==> config.mk <==
export PLATFORM = sky130hd
export DESIGN_NAME = rx_rd_adapter_top
export DESIGN_NICKNAME = d
export VERILOG_FILES = /design/src/hw/rx_bert_pkg.sv /design/src/hw/rx_bert_acc_decode.sv /design/src/hw/rx_bert_checker.sv /design/src/hw/rx_bert_readback.sv /design/src/hw/rx_rd_adapter_top.sv
export VERILOG_INCLUDE_DIRS = /design/src /design/src/hw
export SDC_FILE = /design/constraint.sdc
export NUM_CORES = 1
export LEC_CHECK = 0
export BUFFER_PORTS_ARGS = -buffer_cell sky130_fd_sc_hd__buf_4
export CELL_PAD_IN_SITES_DETAIL_PLACEMENT = 1
export CELL_PAD_IN_SITES_GLOBAL_PLACEMENT = 2
export CORE_ASPECT_RATIO = 1.5
export CORE_MARGIN = 2
export CORE_UTILIZATION = 41
export CTS_BUF_LIST = sky130_fd_sc_hd__clkbuf_8
export DETAILED_ROUTE_END_ITERATION = 7
export GPL_TIMING_DRIVEN = 0
export PLACE_DENSITY_LB_ADDON = 0.08
export SETUP_SLACK_MARGIN = 0.3
export SLEW_MARGIN = 10
export SYNTH_ARGS = -nofsm -noshare
export SYNTH_HDL_FRONTEND = slang
export SYNTH_HIERARCHICAL = 1
export SYNTH_SLANG_ARGS = --single-unit
==> constraint.sdc <==
create_clock -name m_rd_clk_g -period 27.7 [get_ports m_rd_clk_g]
set_input_delay 5.54 -clock m_rd_clk_g [delete_from_list [all_inputs] [get_ports m_rd_clk_g]]
set_output_delay 5.54 -clock m_rd_clk_g [all_outputs]
set_load 0.01 [all_outputs]
==> src/hw/rx_bert_params.svh <==
//--------------------------------------------------
// Lane geometry, BERT access widths and the
// access register map
//--------------------------------------------------
`ifndef RX_BERT_PARAMS_SVH
`define RX_BERT_PARAMS_SVH

// FIFO word geometry
`define RX_LANES       4        // Lanes per FIFO read word
`define LANE_W         8        // Bits per lane per beat

// Access port
`define BERT_ADDR_W    6        // Access address width
`define BERT_DATA_W    32       // Access data width
`define ERR_CNT_W      16       // Saturating error counter

// Register map
`define BERT_CTRL_ADDR 6'h00    // Start, reset, pattern, lane
`define BERT_ERR_ADDR  6'h01    // Error count
`define BERT_BITS_ADDR 6'h02    // Checked-bit count
`define BERT_STAT_ADDR 6'h03    // Run and sticky error

`endif

==> src/hw/rx_bert_pkg.sv <==
//--------------------------------------------------
// Shared types of the RX read-side adapter and
// its BERT checker
//--------------------------------------------------
`default_nettype none

`include "rx_bert_params.svh"

package rx_bert_pkg;

  typedef logic [`RX_LANES*`LANE_W-1:0]   fifo_word_t;  // One FIFO read word
  typedef logic [`LANE_W-1:0]             lane_data_t;  // One lane beat
  typedef logic [$clog2(`RX_LANES)-1:0]   lane_sel_t;   // Lane index

  typedef enum logic
  {
    PRBS7  = 1'b0,                                       // x^7 + x^6 + 1
    PRBS15 = 1'b1                                        // x^15 + x^14 + 1
  } ptrn_sel_e;

  typedef logic [`BERT_ADDR_W-1:0]        bert_addr_t;  // Access address
  typedef logic [`BERT_DATA_W-1:0]        bert_word_t;  // Access data
  typedef logic [`ERR_CNT_W-1:0]          err_cnt_t;    // Saturates at all ones
  typedef logic [`BERT_DATA_W-1:0]        bit_cnt_t;    // Wraps

endpackage

`default_nettype wire

==> src/hw/rx_bert_acc_decode.sv <==
//--------------------------------------------------
// BERT access decode: accept test, control
// register fields, start/reset pulses, read strobe
//--------------------------------------------------
`timescale 1ns/1ps
`default_nettype none

`include "rx_bert_params.svh"

module rx_bert_acc_decode (
  input  logic                    m_rd_clk_g,       // Gated FIFO read clock
  input  logic                    rxrd_fifo_rstn,   // Async reset, active low
  input  logic                    i_bert_acc_req,   // Access request
  input  logic                    i_bert_acc_rdwr,  // 1 write, 0 read
  input  rx_bert_pkg::bert_addr_t i_bert_acc_addr,  // Access address
  input  rx_bert_pkg::bert_word_t i_bert_wdata,     // Write data
  input  logic                    i_acc_busy,       // Pending from read-back
  output logic                    o_acc_accept,     // Access taken this edge
  output logic                    o_rd_strobe,      // Read capture cycle
  output rx_bert_pkg::bert_addr_t o_rd_addr,        // Latched read address
  output rx_bert_pkg::bert_word_t o_ctrl_word,      // Stored control view
  output logic                    o_start_pulse,    // Checker start
  output logic                    o_rst_pulse,      // Checker clear
  output rx_bert_pkg::lane_sel_t  o_lane_sel,       // Checked lane
  output rx_bert_pkg::ptrn_sel_e  o_ptrn_sel        // Checked pattern
);

  logic                    acc_accept;
  logic                    ctrl_wr;
  logic                    rd_strobe_ff;
  logic                    start_ff;
  logic                    rst_ff;
  rx_bert_pkg::lane_sel_t  lane_sel_ff;
  rx_bert_pkg::ptrn_sel_e  ptrn_sel_ff;
  rx_bert_pkg::bert_addr_t rd_addr_ff;

  // Only place the accept condition lives
  assign acc_accept = i_bert_acc_req & ~i_acc_busy;
  assign ctrl_wr    = acc_accept & i_bert_acc_rdwr &
                      (i_bert_acc_addr == `BERT_CTRL_ADDR);

  //--------------------------------------------------
  // Control fields and one-cycle pulses
  //--------------------------------------------------
  always_ff @(posedge m_rd_clk_g or negedge rxrd_fifo_rstn)
  begin
    if (!rxrd_fifo_rstn)
    begin
      start_ff     <= 1'b0;
      rst_ff       <= 1'b0;
      rd_strobe_ff <= 1'b0;
      lane_sel_ff  <= '0;
      ptrn_sel_ff  <= rx_bert_pkg::PRBS7;
    end
    else
    begin
      start_ff     <= ctrl_wr & i_bert_wdata[0];         // Self-clearing
      rst_ff       <= ctrl_wr & i_bert_wdata[1];         // Self-clearing
      rd_strobe_ff <= acc_accept & ~i_bert_acc_rdwr;     // Cycle after accept
      if (ctrl_wr)
      begin
        lane_sel_ff <= i_bert_wdata[5:4];
        ptrn_sel_ff <= rx_bert_pkg::ptrn_sel_e'(i_bert_wdata[2]);
      end
    end
  end

  // Read address, only sampled at a read accept
  always_ff @(posedge m_rd_clk_g)
  begin
    if (acc_accept && !i_bert_acc_rdwr)
      rd_addr_ff <= i_bert_acc_addr;
  end

  assign o_acc_accept  = acc_accept;
  assign o_rd_strobe   = rd_strobe_ff;
  assign o_rd_addr     = rd_addr_ff;
  assign o_start_pulse = start_ff;
  assign o_rst_pulse   = rst_ff;
  assign o_lane_sel    = lane_sel_ff;
  assign o_ptrn_sel    = ptrn_sel_ff;

  // Start and reset read back as zero
  assign o_ctrl_word = {{(`BERT_DATA_W-6){1'b0}}, lane_sel_ff, 1'b0, ptrn_sel_ff, 2'b00};

endmodule

`default_nettype wire

==> src/hw/rx_bert_checker.sv <==
//--------------------------------------------------
// Self-seeding PRBS7/PRBS15 checker on one lane
// of the FIFO word, with bit and error counters
//--------------------------------------------------
`timescale 1ns/1ps
`default_nettype none

`include "rx_bert_params.svh"

module rx_bert_checker (
  input  logic                    m_rd_clk_g,      // Gated FIFO read clock
  input  logic                    rxrd_fifo_rstn,  // Async reset, active low
  input  rx_bert_pkg::fifo_word_t i_fifo_rdata,    // FIFO read word
  input  logic                    i_start_pulse,   // Start checking
  input  logic                    i_rst_pulse,     // Clear everything
  input  rx_bert_pkg::lane_sel_t  i_lane_sel,      // Lane under test
  input  rx_bert_pkg::ptrn_sel_e  i_ptrn_sel,      // Expected pattern
  output rx_bert_pkg::err_cnt_t   o_err_cnt,       // Bit errors
  output rx_bert_pkg::bit_cnt_t   o_bit_cnt,       // Checked bits
  output logic                    o_run,           // Checker running
  output logic                    o_biterr         // Sticky error
);

  rx_bert_pkg::lane_data_t lane_beat;
  logic [3:0]              seed_len;
  logic [14:0]             hist_ff;                // Bit 0 newest
  logic [14:0]             hist_nxt;
  logic [3:0]              seed_cnt_ff;
  logic [3:0]              seed_nxt;
  logic [3:0]              err_inc;                // Up to LANE_W per beat
  logic [3:0]              bit_inc;
  logic [`ERR_CNT_W:0]     err_sum;
  rx_bert_pkg::err_cnt_t   err_sat;
  rx_bert_pkg::err_cnt_t   err_cnt_ff;
  rx_bert_pkg::bit_cnt_t   bit_cnt_ff;
  logic                    run_ff;
  logic                    biterr_ff;

  assign lane_beat = i_fifo_rdata[i_lane_sel*`LANE_W +: `LANE_W];
  assign seed_len  = (i_ptrn_sel == rx_bert_pkg::PRBS7) ? 4'd7 : 4'd15;

  //--------------------------------------------------
  // Bit walk over one beat, bit 0 first
  //--------------------------------------------------
  always_comb
  begin
    logic exp_bit;
    hist_nxt = hist_ff;
    seed_nxt = seed_cnt_ff;
    err_inc  = '0;
    bit_inc  = '0;
    for (int i = 0; i < `LANE_W; i++)
    begin
      // Taps are the bits 6/7 or 14/15 positions back
      if (i_ptrn_sel == rx_bert_pkg::PRBS7)
        exp_bit = hist_nxt[5] ^ hist_nxt[6];
      else
        exp_bit = hist_nxt[13] ^ hist_nxt[14];
      if (seed_nxt < seed_len)
        seed_nxt = seed_nxt + 4'd1;                    // Still seeding
      else
      begin
        bit_inc = bit_inc + 4'd1;
        if (lane_beat[i] != exp_bit)
          err_inc = err_inc + 4'd1;
      end
      hist_nxt = {hist_nxt[13:0], lane_beat[i]};       // Always shifted in
    end
  end

  // Saturating error add
  assign err_sum = {1'b0, err_cnt_ff} + {{(`ERR_CNT_W-3){1'b0}}, err_inc};
  assign err_sat = err_sum[`ERR_CNT_W] ? '1 : err_sum[`ERR_CNT_W-1:0];

  //--------------------------------------------------
  // State update, reset over start over run
  //--------------------------------------------------
  always_ff @(posedge m_rd_clk_g or negedge rxrd_fifo_rstn)
  begin
    if (!rxrd_fifo_rstn)
    begin
      run_ff      <= 1'b0;
      biterr_ff   <= 1'b0;
      err_cnt_ff  <= '0;
      bit_cnt_ff  <= '0;
      seed_cnt_ff <= '0;
      hist_ff     <= '0;
    end
    else if (i_rst_pulse)
    begin
      run_ff      <= 1'b0;                             // Stops too
      biterr_ff   <= 1'b0;
      err_cnt_ff  <= '0;
      bit_cnt_ff  <= '0;
      seed_cnt_ff <= '0;
      hist_ff     <= '0;
    end
    else if (i_start_pulse)
    begin
      run_ff      <= 1'b1;
      biterr_ff   <= 1'b0;
      err_cnt_ff  <= '0;
      bit_cnt_ff  <= '0;
      seed_cnt_ff <= '0;                               // Reseed from stream
      hist_ff     <= '0;
    end
    else if (run_ff)
    begin
      hist_ff     <= hist_nxt;
      seed_cnt_ff <= seed_nxt;
      err_cnt_ff  <= err_sat;
      bit_cnt_ff  <= bit_cnt_ff + {{($bits(rx_bert_pkg::bit_cnt_t)-4){1'b0}}, bit_inc};
      biterr_ff   <= biterr_ff | (err_inc != 4'd0);
    end
  end

  assign o_err_cnt = err_cnt_ff;
  assign o_bit_cnt = bit_cnt_ff;
  assign o_run     = run_ff;
  assign o_biterr  = biterr_ff;

endmodule

`default_nettype wire

==> src/hw/rx_bert_readback.sv <==
//--------------------------------------------------
// BERT read-back: register select, read-data
// register and the access pending flag
//--------------------------------------------------
`timescale 1ns/1ps
`default_nettype none

`include "rx_bert_params.svh"

module rx_bert_readback (
  input  logic                    m_rd_clk_g,          // Gated FIFO read clock
  input  logic                    rxrd_fifo_rstn,      // Async reset, active low
  input  logic                    i_acc_accept,        // Access taken this edge
  input  logic                    i_rd_strobe,         // Capture read data
  input  rx_bert_pkg::bert_addr_t i_rd_addr,           // Latched read address
  input  rx_bert_pkg::bert_word_t i_ctrl_word,         // Control register view
  input  rx_bert_pkg::err_cnt_t   i_err_cnt,           // Checker error count
  input  rx_bert_pkg::bit_cnt_t   i_bit_cnt,           // Checker bit count
  input  logic                    i_run,               // Checker running
  input  logic                    i_biterr,            // Sticky error
  output rx_bert_pkg::bert_word_t o_bert_rdata,        // Read data to host
  output logic                    o_bert_acc_rq_pend   // Access in progress
);

  rx_bert_pkg::bert_word_t rd_mux;
  rx_bert_pkg::bert_word_t rdata_ff;
  logic                    pend_ff;

  // Register select, zero-extended
  always_comb
  begin
    case (i_rd_addr)
      `BERT_CTRL_ADDR: rd_mux = i_ctrl_word;
      `BERT_ERR_ADDR:  rd_mux = {{(`BERT_DATA_W-`ERR_CNT_W){1'b0}}, i_err_cnt};
      `BERT_BITS_ADDR: rd_mux = i_bit_cnt;
      `BERT_STAT_ADDR: rd_mux = {{(`BERT_DATA_W-2){1'b0}}, i_biterr, i_run};
      default:         rd_mux = '0;                    // Unmapped
    endcase
  end

  //--------------------------------------------------
  // Read data and pending, one cycle per access
  //--------------------------------------------------
  always_ff @(posedge m_rd_clk_g or negedge rxrd_fifo_rstn)
  begin
    if (!rxrd_fifo_rstn)
    begin
      rdata_ff <= '0;
      pend_ff  <= 1'b0;
    end
    else
    begin
      if (i_rd_strobe)
        rdata_ff <= rd_mux;                            // Held until next read
      if (i_acc_accept)
        pend_ff <= 1'b1;
      else if (pend_ff)
        pend_ff <= 1'b0;                               // Clears with the capture
    end
  end

  assign o_bert_rdata       = rdata_ff;
  assign o_bert_acc_rq_pend = pend_ff;

endmodule

`default_nettype wire

==> src/hw/rx_rd_adapter_top.sv <==
//--------------------------------------------------
// RX read-clock side of the adapter: FIFO-mode
// output register and the RX BERT checker
//--------------------------------------------------
`timescale 1ns/1ps
`default_nettype none

module rx_rd_adapter_top (
  input  logic                    m_rd_clk_g,          // Gated FIFO read clock
  input  logic                    rxrd_fifo_rstn,      // Async reset, active low
  input  rx_bert_pkg::fifo_word_t i_fifo_rdata,        // RX FIFO read word
  output rx_bert_pkg::fifo_word_t o_data_out_f,        // FIFO data to MAC
  input  logic                    i_bert_acc_req,      // BERT access request
  input  logic                    i_bert_acc_rdwr,     // 1 write, 0 read
  input  rx_bert_pkg::bert_addr_t i_bert_acc_addr,     // BERT access address
  input  rx_bert_pkg::bert_word_t i_bert_wdata,        // BERT write data
  output rx_bert_pkg::bert_word_t o_bert_rdata,        // BERT read data
  output logic                    o_bert_acc_rq_pend,  // Access pending
  output logic                    o_rxbert_run,        // Checker running
  output logic                    o_rxbert_biterr      // Sticky bit error
);

  rx_bert_pkg::fifo_word_t data_out_f_ff;
  logic                    acc_accept;
  logic                    rd_strobe;
  rx_bert_pkg::bert_addr_t rd_addr;
  rx_bert_pkg::bert_word_t ctrl_word;
  logic                    start_pulse;
  logic                    rst_pulse;
  rx_bert_pkg::lane_sel_t  lane_sel;
  rx_bert_pkg::ptrn_sel_e  ptrn_sel;
  rx_bert_pkg::err_cnt_t   err_cnt;
  rx_bert_pkg::bit_cnt_t   bit_cnt;

  //--------------------------------------------------
  // FIFO-mode output register
  //--------------------------------------------------
  always_ff @(posedge m_rd_clk_g or negedge rxrd_fifo_rstn)
  begin
    if (!rxrd_fifo_rstn)
      data_out_f_ff <= '0;
    else
      data_out_f_ff <= i_fifo_rdata;                   // One cycle to MAC
  end

  assign o_data_out_f = data_out_f_ff;

  // Access decode, busy comes back from read-back
  rx_bert_acc_decode u_acc_decode (
    .m_rd_clk_g      (m_rd_clk_g),
    .rxrd_fifo_rstn  (rxrd_fifo_rstn),
    .i_bert_acc_req  (i_bert_acc_req),
    .i_bert_acc_rdwr (i_bert_acc_rdwr),
    .i_bert_acc_addr (i_bert_acc_addr),
    .i_bert_wdata    (i_bert_wdata),
    .i_acc_busy      (o_bert_acc_rq_pend),
    .o_acc_accept    (acc_accept),
    .o_rd_strobe     (rd_strobe),
    .o_rd_addr       (rd_addr),
    .o_ctrl_word     (ctrl_word),
    .o_start_pulse   (start_pulse),
    .o_rst_pulse     (rst_pulse),
    .o_lane_sel      (lane_sel),
    .o_ptrn_sel      (ptrn_sel)
  );

  // Checker sees the unregistered FIFO word
  rx_bert_checker u_checker (
    .m_rd_clk_g     (m_rd_clk_g),
    .rxrd_fifo_rstn (rxrd_fifo_rstn),
    .i_fifo_rdata   (i_fifo_rdata),
    .i_start_pulse  (start_pulse),
    .i_rst_pulse    (rst_pulse),
    .i_lane_sel     (lane_sel),
    .i_ptrn_sel     (ptrn_sel),
    .o_err_cnt      (err_cnt),
    .o_bit_cnt      (bit_cnt),
    .o_run          (o_rxbert_run),
    .o_biterr       (o_rxbert_biterr)
  );

  rx_bert_readback u_readback (
    .m_rd_clk_g         (m_rd_clk_g),
    .rxrd_fifo_rstn     (rxrd_fifo_rstn),
    .i_acc_accept       (acc_accept),
    .i_rd_strobe        (rd_strobe),
    .i_rd_addr          (rd_addr),
    .i_ctrl_word        (ctrl_word),
    .i_err_cnt          (err_cnt),
    .i_bit_cnt          (bit_cnt),
    .i_run              (o_rxbert_run),
    .i_biterr           (o_rxbert_biterr),
    .o_bert_rdata       (o_bert_rdata),
    .o_bert_acc_rq_pend (o_bert_acc_rq_pend)
  );

endmodule

`default_nettype wire

==> results.txt, run 1 <==
The run finished with clean final reports. The number of buffers and inverters on the critical path came out at 4. The maximum number of pins on one net before global-route repair came out at 104. The count of synthesis-stage warnings from yosys is 6. In the synthesized netlist, the number of instances is 963. Counting cells, the worst reg-to-reg path comes to 52.

The global-route wire length before repair came out at 42400 µm. The post-detailed-route wirelength per cell came out at 18.2 µm. The area of the core region is 23100 µm². The floorplan has 68 rows. The per-cell via count in the routed design came out at 5.23. For hold timing, the worst endpoint is u_checker/o_run. For this run, asynchronously set or reset flops after synthesis account for 0.959. The share of synthesized area spent on multiplexers came out at 0.111. The number of filler instances in the final layout is 2641. The post-synthesis instance area came out at 9620 µm².

The worst setup path is of the reg2reg kind. Of the total synthesized cell area, the portion taken by AND, OR, NAND and NOR gates is 0.177. The share of synthesized cell area in full adder, half adder and majority cells came out at 0.0549. Setup repair after global routing left no endpoint under its margin. In this design, the critical path's most frequently occurring cell is ha_1. For this configuration, the core starts out at a cell density of 0.417. The via count of the first global-routing pass came out at 8110.

The transition time of the tightest slew-check pin came out at 1.12 ns. The number of pins with negative max-slew slack in the final report came out at 0. The largest individual stage delay along the critical path comes from the cell clkbuf_1. Yosys attributes the largest share of cell area to dfrtp_1 (36%), mux2i_1 (6.2%), ha_1 (5.1%).

The smallest clock period supported by the final layout is computed as 13.82 ns. Among all flip-flop cells after synthesis, the most frequent one is dfrtp_1. The overall die height is 192 µm.

Counting instances in the post-synthesis netlist gives the leading cell types as dfrtp_1 (140), nor2_1 (88), nand2_1 (63). The die is 129 µm wide. STA classifies the critical path endpoint as a flop.

The number of sinks on the clock net is 146. The portion of synthesized cell area occupied by the leading cell type came out at 0.364. The worst setup path is launched from a flop.

In this run the worst hold path is classified as reg2reg. Across all hold checks on the routed design, the worst slack comes to 0.473 ns. The final HPWL from detailed placement came out at 20600 µm.

The compound-cell area share of the yosys netlist is 0.111. In this run, placement finished with an instance count of 1420. The share of final-layout standard cells stronger than drive strength 1 is 0.227. The setup check on the worst reg-to-reg path leaves a slack of 13.88 ns. The overall die area came out at 24700 µm². Of all cell types, the one taking the most synthesized area is dfrtp_1. The count of nets left with antenna violations once routing finished came out at 0.

The data required time at the worst endpoint came out at 28.05 ns. The largest single stage delay on the critical path is 0.76 ns. The cell area after placement came out at 11000 µm². Synthesis instantiated 90 different standard cells from the library.

The category of cells accounting for the largest share of critical-path delay is simple AND/OR/NAND/NOR gates. The remaining design rule violation count came out at 0. The top-level port count came out at 141. The most common cell in the synthesized netlist is dfrtp_1.

The worst reg2reg path endpoint is u_checker/o_bit_cnt[25]. The maximum level of the CTS H-tree came out at 4. The hold violation total from the final report came out at 0.

TritonCTS built the clock tree. The top achievable clock speed came out at 72.3 MHz. The count of buffers added on input and output ports is 113.

The final wirelength came out at 26500 µm. The sequential fraction of the synthesis area is 0.383. The finished layout holds 1452 standard cells, fillers aside. The number of synthesized flops with an enable pin came out at 6. The number of failing setup endpoints in the final timing report came out at 0. The arrival time at the worst endpoint came out at 14.17 ns.

The worst clock skew came out at 0.0136 ns. The share of the synthesized netlist area taken by xor and xnor gates is 0.0983. The post-CTS setup buffer count is 0. The total via count in the routed design is 7599. After synthesis, the largest family of logic cells by area is simple AND/OR/NAND/NOR gates. The initial antenna violation count was 0. The number of buffers created by CTS came out at 17.

The register cell area after layout came out at 3680 µm². The overflow left after global routing is 0. The tool flagged a number of max-cap violations equal to 0. The largest driver fanout on the critical path came out at 17. The number of instances resized during post-cts repair is 0. The detailed router finished its first iteration with 252 violations. The accumulated negative setup slack came out at 0 ns. Headroom to the max-slew limit came out at 0.247. The number of cells on the worst hold path is 1. The synthesized flop and latch total is 146.

The number of buffers added to fix hold violations after cts came out at 0. The final instance area is 11400 µm². The maximum buffer depth of the clock tree is 2.

The layout overhead on the synthesized area came out at 18.3%. The buffer type at the clock tree root is clkbuf_8. Clock-pin slew was measured on the worst setup and hold paths at 0.09 ns. The final weighted congestion of routability-driven global placement is 0.810. In this run the critical register-to-register path is launched from u_acc_decode/o_ptrn_sel.

The overall global routing resource usage is 0.223. The portion of the clock cycle consumed by the worst path in the final layout is 0.499. The startpoint identified for the worst hold timing path is u_acc_decode/o_rst_pulse. The first detailed-routing pass ran for 4 iterations.

The number of nets at the end of the flow came out at 1239. The later pin in the worst-skew pair is clocked with a latency of 0.48 ns. The area of combinational cells with multiple inputs came out at 5420 µm². The average cell area after synthesis came out at 9.99 µm².

The number of antenna cells inserted is 0.
layer usage:
metal  routed length (µm)  GRT usage
met2                15600      0.449
met5                    0          0
met3                  595     0.0323
met4                  493     0.0711
met1                 9770      0.231
kinds of logic after synthesis:
kind of cell / after synthesis
AO/OA/AOI/OAI: 141
XOR/XNOR: 100
adder cells (fa/ha/maj): 41
buffers and inverters: 121
flip-flops: 146
multiplexers: 89
other: 1
AND/OR/NAND/NOR: 324
worst max-delay path by stage:
stage	end	startpoint	depth (start not counted)	slack, ns
after floorplan	u_checker/o_err_cnt[13]	i_fifo_rdata[24]	33	15.88
final	u_checker/o_bit_cnt[25]	u_acc_decode/o_ptrn_sel	52	13.88
after detailed placement	u_checker/o_bit_cnt[25]	u_acc_decode/o_ptrn_sel	52	13.69
after global routing	u_checker/o_bit_cnt[25]	u_acc_decode/o_ptrn_sel	52	12.56
after CTS	u_checker/o_bit_cnt[25]	u_acc_decode/o_ptrn_sel	52	13.61
after global placement	u_checker/o_bit_cnt[25]	u_acc_decode/o_ptrn_sel	52	13.76
final cells by class:
class	instances	share of cell area
clock buffers	18	0.0218
multi-input cells	724	0.476
well taps	315	0.0346
inverters	44	0.0145
flip-flops and latches	146	0.324
plain buffers	77	0.0403
repair buffers	114	0.0776
clock inverters	14	0.0113
registers in the layout (all words and copies together) (netlist names), 2 cells and up:
register                 cells
o_data_out_f                32
u_checker/o_bit_cnt         32
u_readback/o_bert_rdata     32
u_checker/o_err_cnt         16
u_checker/hist_ff           15
u_acc_decode/o_rd_addr       6
u_checker/seed_cnt_ff        4
u_acc_decode/o_lane_sel      2
layout by cell type, fill, tap and decap left out, types with 4 or more instances in the layout:
| cell type | count |
|---|---|
| a2bb2oi_1 | 13 |
| nor2_1 | 88 |
| a31oi_1 | 8 |
| xor2_1 | 48 |
| a21oi_1 | 23 |
| nand2_1 | 63 |
| nand2b_1 | 26 |
| edfxtp_1 | 6 |
| nand3_1 | 36 |
| a211oi_1 | 9 |
| buf_2 | 9 |
| ha_1 | 39 |
| or3_1 | 8 |
| o211ai_1 | 5 |
| and3_1 | 14 |
| inv_1 | 45 |
| xnor2_1 | 46 |
| clkbuf_8 | 18 |
| clkbuf_1 | 20 |
| conb_1 | 29 |
| nor2b_1 | 12 |
| o22ai_1 | 16 |
| nor3_1 | 25 |
| nand4_1 | 9 |
| buf_1 | 8 |
| or2_2 | 4 |
| mux2_4 | 5 |
| mux2i_1 | 60 |
| mux4_2 | 10 |
| buf_4 | 148 |
| dfrtp_1 | 140 |
| a21o_1 | 4 |
| o21ai_0 | 18 |
| mux2_2 | 13 |
| nand4b_1 | 4 |
| o31ai_1 | 17 |
stage by stage:
stage	util	worst slack (ns)
floorplan	-	15.88
global placement	0.476	13.76
detailed placement	0.477	13.69
CTS	0.494	13.61
global route	0.494	12.56
finish	0.494	13.88
worst reg2reg max path, delay by kind of cell (launching register included):
kind | cells | cell delay (ns)
adder cells (fa/ha/maj) | 9 | 2.83
buffers and inverters | 4 | 1.26
multiplexers | 1 | 0.44
flip-flops | 1 | 0.46
AND/OR/NAND/NOR | 17 | 3.32
AO/OA/AOI/OAI | 13 | 2.85
XOR/XNOR | 8 | 2.53
Power of run 1 is not shown: default switching activity piles up to over one toggle a cycle in this logic, so the estimate is an artifact.
==> run 2: changes to the inputs <==
--- a/config.mk
+++ b/config.mk
@@ -11,7 +11,7 @@
 export CELL_PAD_IN_SITES_GLOBAL_PLACEMENT = 2
 export CORE_ASPECT_RATIO = 1.5
 export CORE_MARGIN = 2
-export CORE_UTILIZATION = 41
+export CORE_UTILIZATION = 38
 export CTS_BUF_LIST = sky130_fd_sc_hd__clkbuf_8
 export DETAILED_ROUTE_END_ITERATION = 7
 export GPL_TIMING_DRIVEN = 0
==> constraint.sdc (replaced) <==
create_clock -name m_rd_clk_g -period 13.3 [get_ports m_rd_clk_g]
set_input_delay 2.66 -clock m_rd_clk_g [delete_from_list [all_inputs] [get_ports m_rd_clk_g]]
set_output_delay 2.66 -clock m_rd_clk_g [all_outputs]
set_load 0.01 [all_outputs]
==> results.txt, run 2 (synthesized netlist as in run 1, its figures left out) <==
After detailed placement, the total cell area comes to 11000 µm². After floorplanning, the core was sized to cover 25000 µm². Once detail routing completed, the nets flagged for antenna violations numbered 0. The type of the worst min-delay path is reg2reg. The routed layout has 7490 vias. The via count of the first global-routing pass came out at 7969. The final layout contains 1247 nets. The maximum level of the CTS H-tree came out at 4. The global-route met3 utilization is 0.0293. The largest driver fanout on the critical path came out at 17. The initial antenna violation count is 0. The standard-cell row count is 71. The number of sinks on the clock net came out at 146.

The first global-routing pass estimated 42300 µm of wire. The clock transition at the registers of the reported paths came out at 0.08 ns. The type of origin of the critical path is a flop. The remaining design rule violation count came out at 0. The count of maximum capacitance violations came out at 0. The top achievable clock speed is 83.3 MHz. The overall die area is 26600 µm².

The number of buffers created by CTS is 17. By instance count, the cell type seen most on the critical path is ha_1. The maximum number of pins on one net before global-route repair came out at 101.

The post-detailed-route wirelength per cell came out at 17.6 µm. After detailed placement, the design holds a cell count of 1434. The capturing element type of the critical path is a flop.

The clock latency on the worst-skew pair came out at 0.47 ns. Leaving out fill and tap cells, the most frequent cells in the layout are buf_4 (155), dfrtp_1 (139), nor2_1 (87), nand2_1 (63), mux2i_1 (60). Using the TritonRoute via totals, the vias-per-cell ratio works out to 5.08. The final wirelength is 25900 µm. Data on the critical path arrives at its endpoint at 12.35 ns. The number of cells in the finished layout apart from fillers is 1473. The overflow left after global routing is 0.

Setup repair after global routing left no endpoint under its margin. The initial cell density of the core is 0.385. Data on the critical path is required at its endpoint by 13.64 ns. The die width is 134 µm. Leaving out fill and tap cells, the most frequent cell in the layout is buf_4. For this design, the slowest cell found on the critical path is dfrtp_2. The final HPWL from detailed placement came out at 20400 µm. The number of pins with negative max-slew slack in the final report came out at 0. The hold violation total from the final report came out at 0.

The portion of the clock cycle consumed by the worst path in the final layout is 0.903. The violation count after the first detailed-route iteration is 219. The worst relative slew slack is 0.436. Counting I/O delays and the setup requirement, the final critical path takes 12.01 ns. The overall global routing resource usage came out at 0.204. Between clock sinks in the finished design, the worst skew comes to 0.0131 ns. The total of buffers placed on input and output ports came out at 113.

The number of antenna cells inserted came out at 0. No sink is reached through more buffers than the 2 on the longest clock path. The number of failing setup endpoints in the final timing report came out at 0. The layout overhead on the synthesized area came out at 20.7%.

For met1 alone, demand over resource in global routing was 0.213. The die is 199 µm tall. The share of final-layout standard cells stronger than drive strength 1 came out at 0.243.

CTS placed an instance of clkbuf_8 at the clock tree root. The global routing stage identified its most utilized layer as met2. The path type of the worst setup path is reg2reg. Routability-driven placement finished with a final weighted congestion of 0.766. At the pin with the least slew margin, the transition time is 0.846 ns. For this run, the slowest stage of the critical path takes 0.45 ns. TritonCTS built the clock tree. The flow ran to the end, and the final reports show no timing, DRC or antenna violations. The top-level port count came out at 141.

The met2 track demand over resource in global routing came out at 0.412. The core occupancy in the finished layout is 0.465. The final instance area is 11600 µm². The iteration count of the initial detailed-routing pass is 4.
-- run 2: changes by cell type in the layout (fill, tap and decap cells not counted), moves of 2 or more --
cell        previous run  this run
xnor2_1               46        44
clkinvlp_4             2         0
clkinv_2               2         0
bufinv_16              1         4
clkbuf_1              20        18
buf_4                148       155
nor3_2                 1         3
nor3_1                25        23
xnor2_2                3         5
-- run 2: final cells by class --
type / count / area [µm²]
plain buffers: 77 / 468
clock buffers: 19 / 262
clock inverters: 13 / 196
fillers: 2864 / 13400
inverters: 44 / 165
multi-input cells: 724 / 5480
flip-flops and latches: 146 / 3680
well taps: 328 / 410
repair buffers: 122 / 948
-- run 2: what timing repair did --
item / in CTS / in global routing
endpoints found under the setup margin: 38 / 38
pin swaps: 1 / 6
hold buffers: 0 / 0
gates resized for setup: 5 / 12
cloned: 0 / 0
setup buffers: 1 / 6
-- run 2: metal layers --
metal | share of wire | routed length (µm)
met1 | 0.38 | 9720
met2 | 0.58 | 15100
met3 | 0.021 | 536
met4 | 0.019 | 489
met5 | 0 | 0
-- run 2: final timing paths --
kind	from	to	slack, ns	cells after the start
worst max-delay path	u_acc_decode/o_ptrn_sel	u_checker/o_bit_cnt[25]	1.29	52
min in group asynchronous	rxrd_fifo_rstn	u_readback/o_bert_rdata[8]	2.05	1
worst min register to register	u_acc_decode/o_rst_pulse	u_checker/o_run	0.45	1
worst min-delay path	u_acc_decode/o_rst_pulse	u_checker/o_run	0.45	1
max in group asynchronous	rxrd_fifo_rstn	u_readback/o_bert_rdata[29]	10.38	2
worst max register to register	u_acc_decode/o_ptrn_sel	u_checker/o_bit_cnt[25]	1.29	52
-- run 2: worst max-delay path, delay by kind of cell, from the launching register on --
kind	cells	cell delay, ns
fa+ha+maj	9	2.55
compound gates	13	2.80
mux	3	1.09
simple gates	16	3.08
flops	1	0.45
xor+xnor	6	1.08
buf+inv	5	0.82
-- run 2: through the flow --
stage | TNS [ns] | setup slack, ns | hold slack (ns)
3_5_place_dp | -8.62 | -0.565 | 0.444
5_1_grt | 0 | 0.289 | 0.484
4_1_cts | 0 | 0.318 | 0.461
3_3_place_gp | -6.50 | -0.485 | 0.439
2_1_floorplan | 0 | 1.97 | 0.417
6_report | 0 | 1.29 | 0.451
Power of run 2 is left out for the same reason.
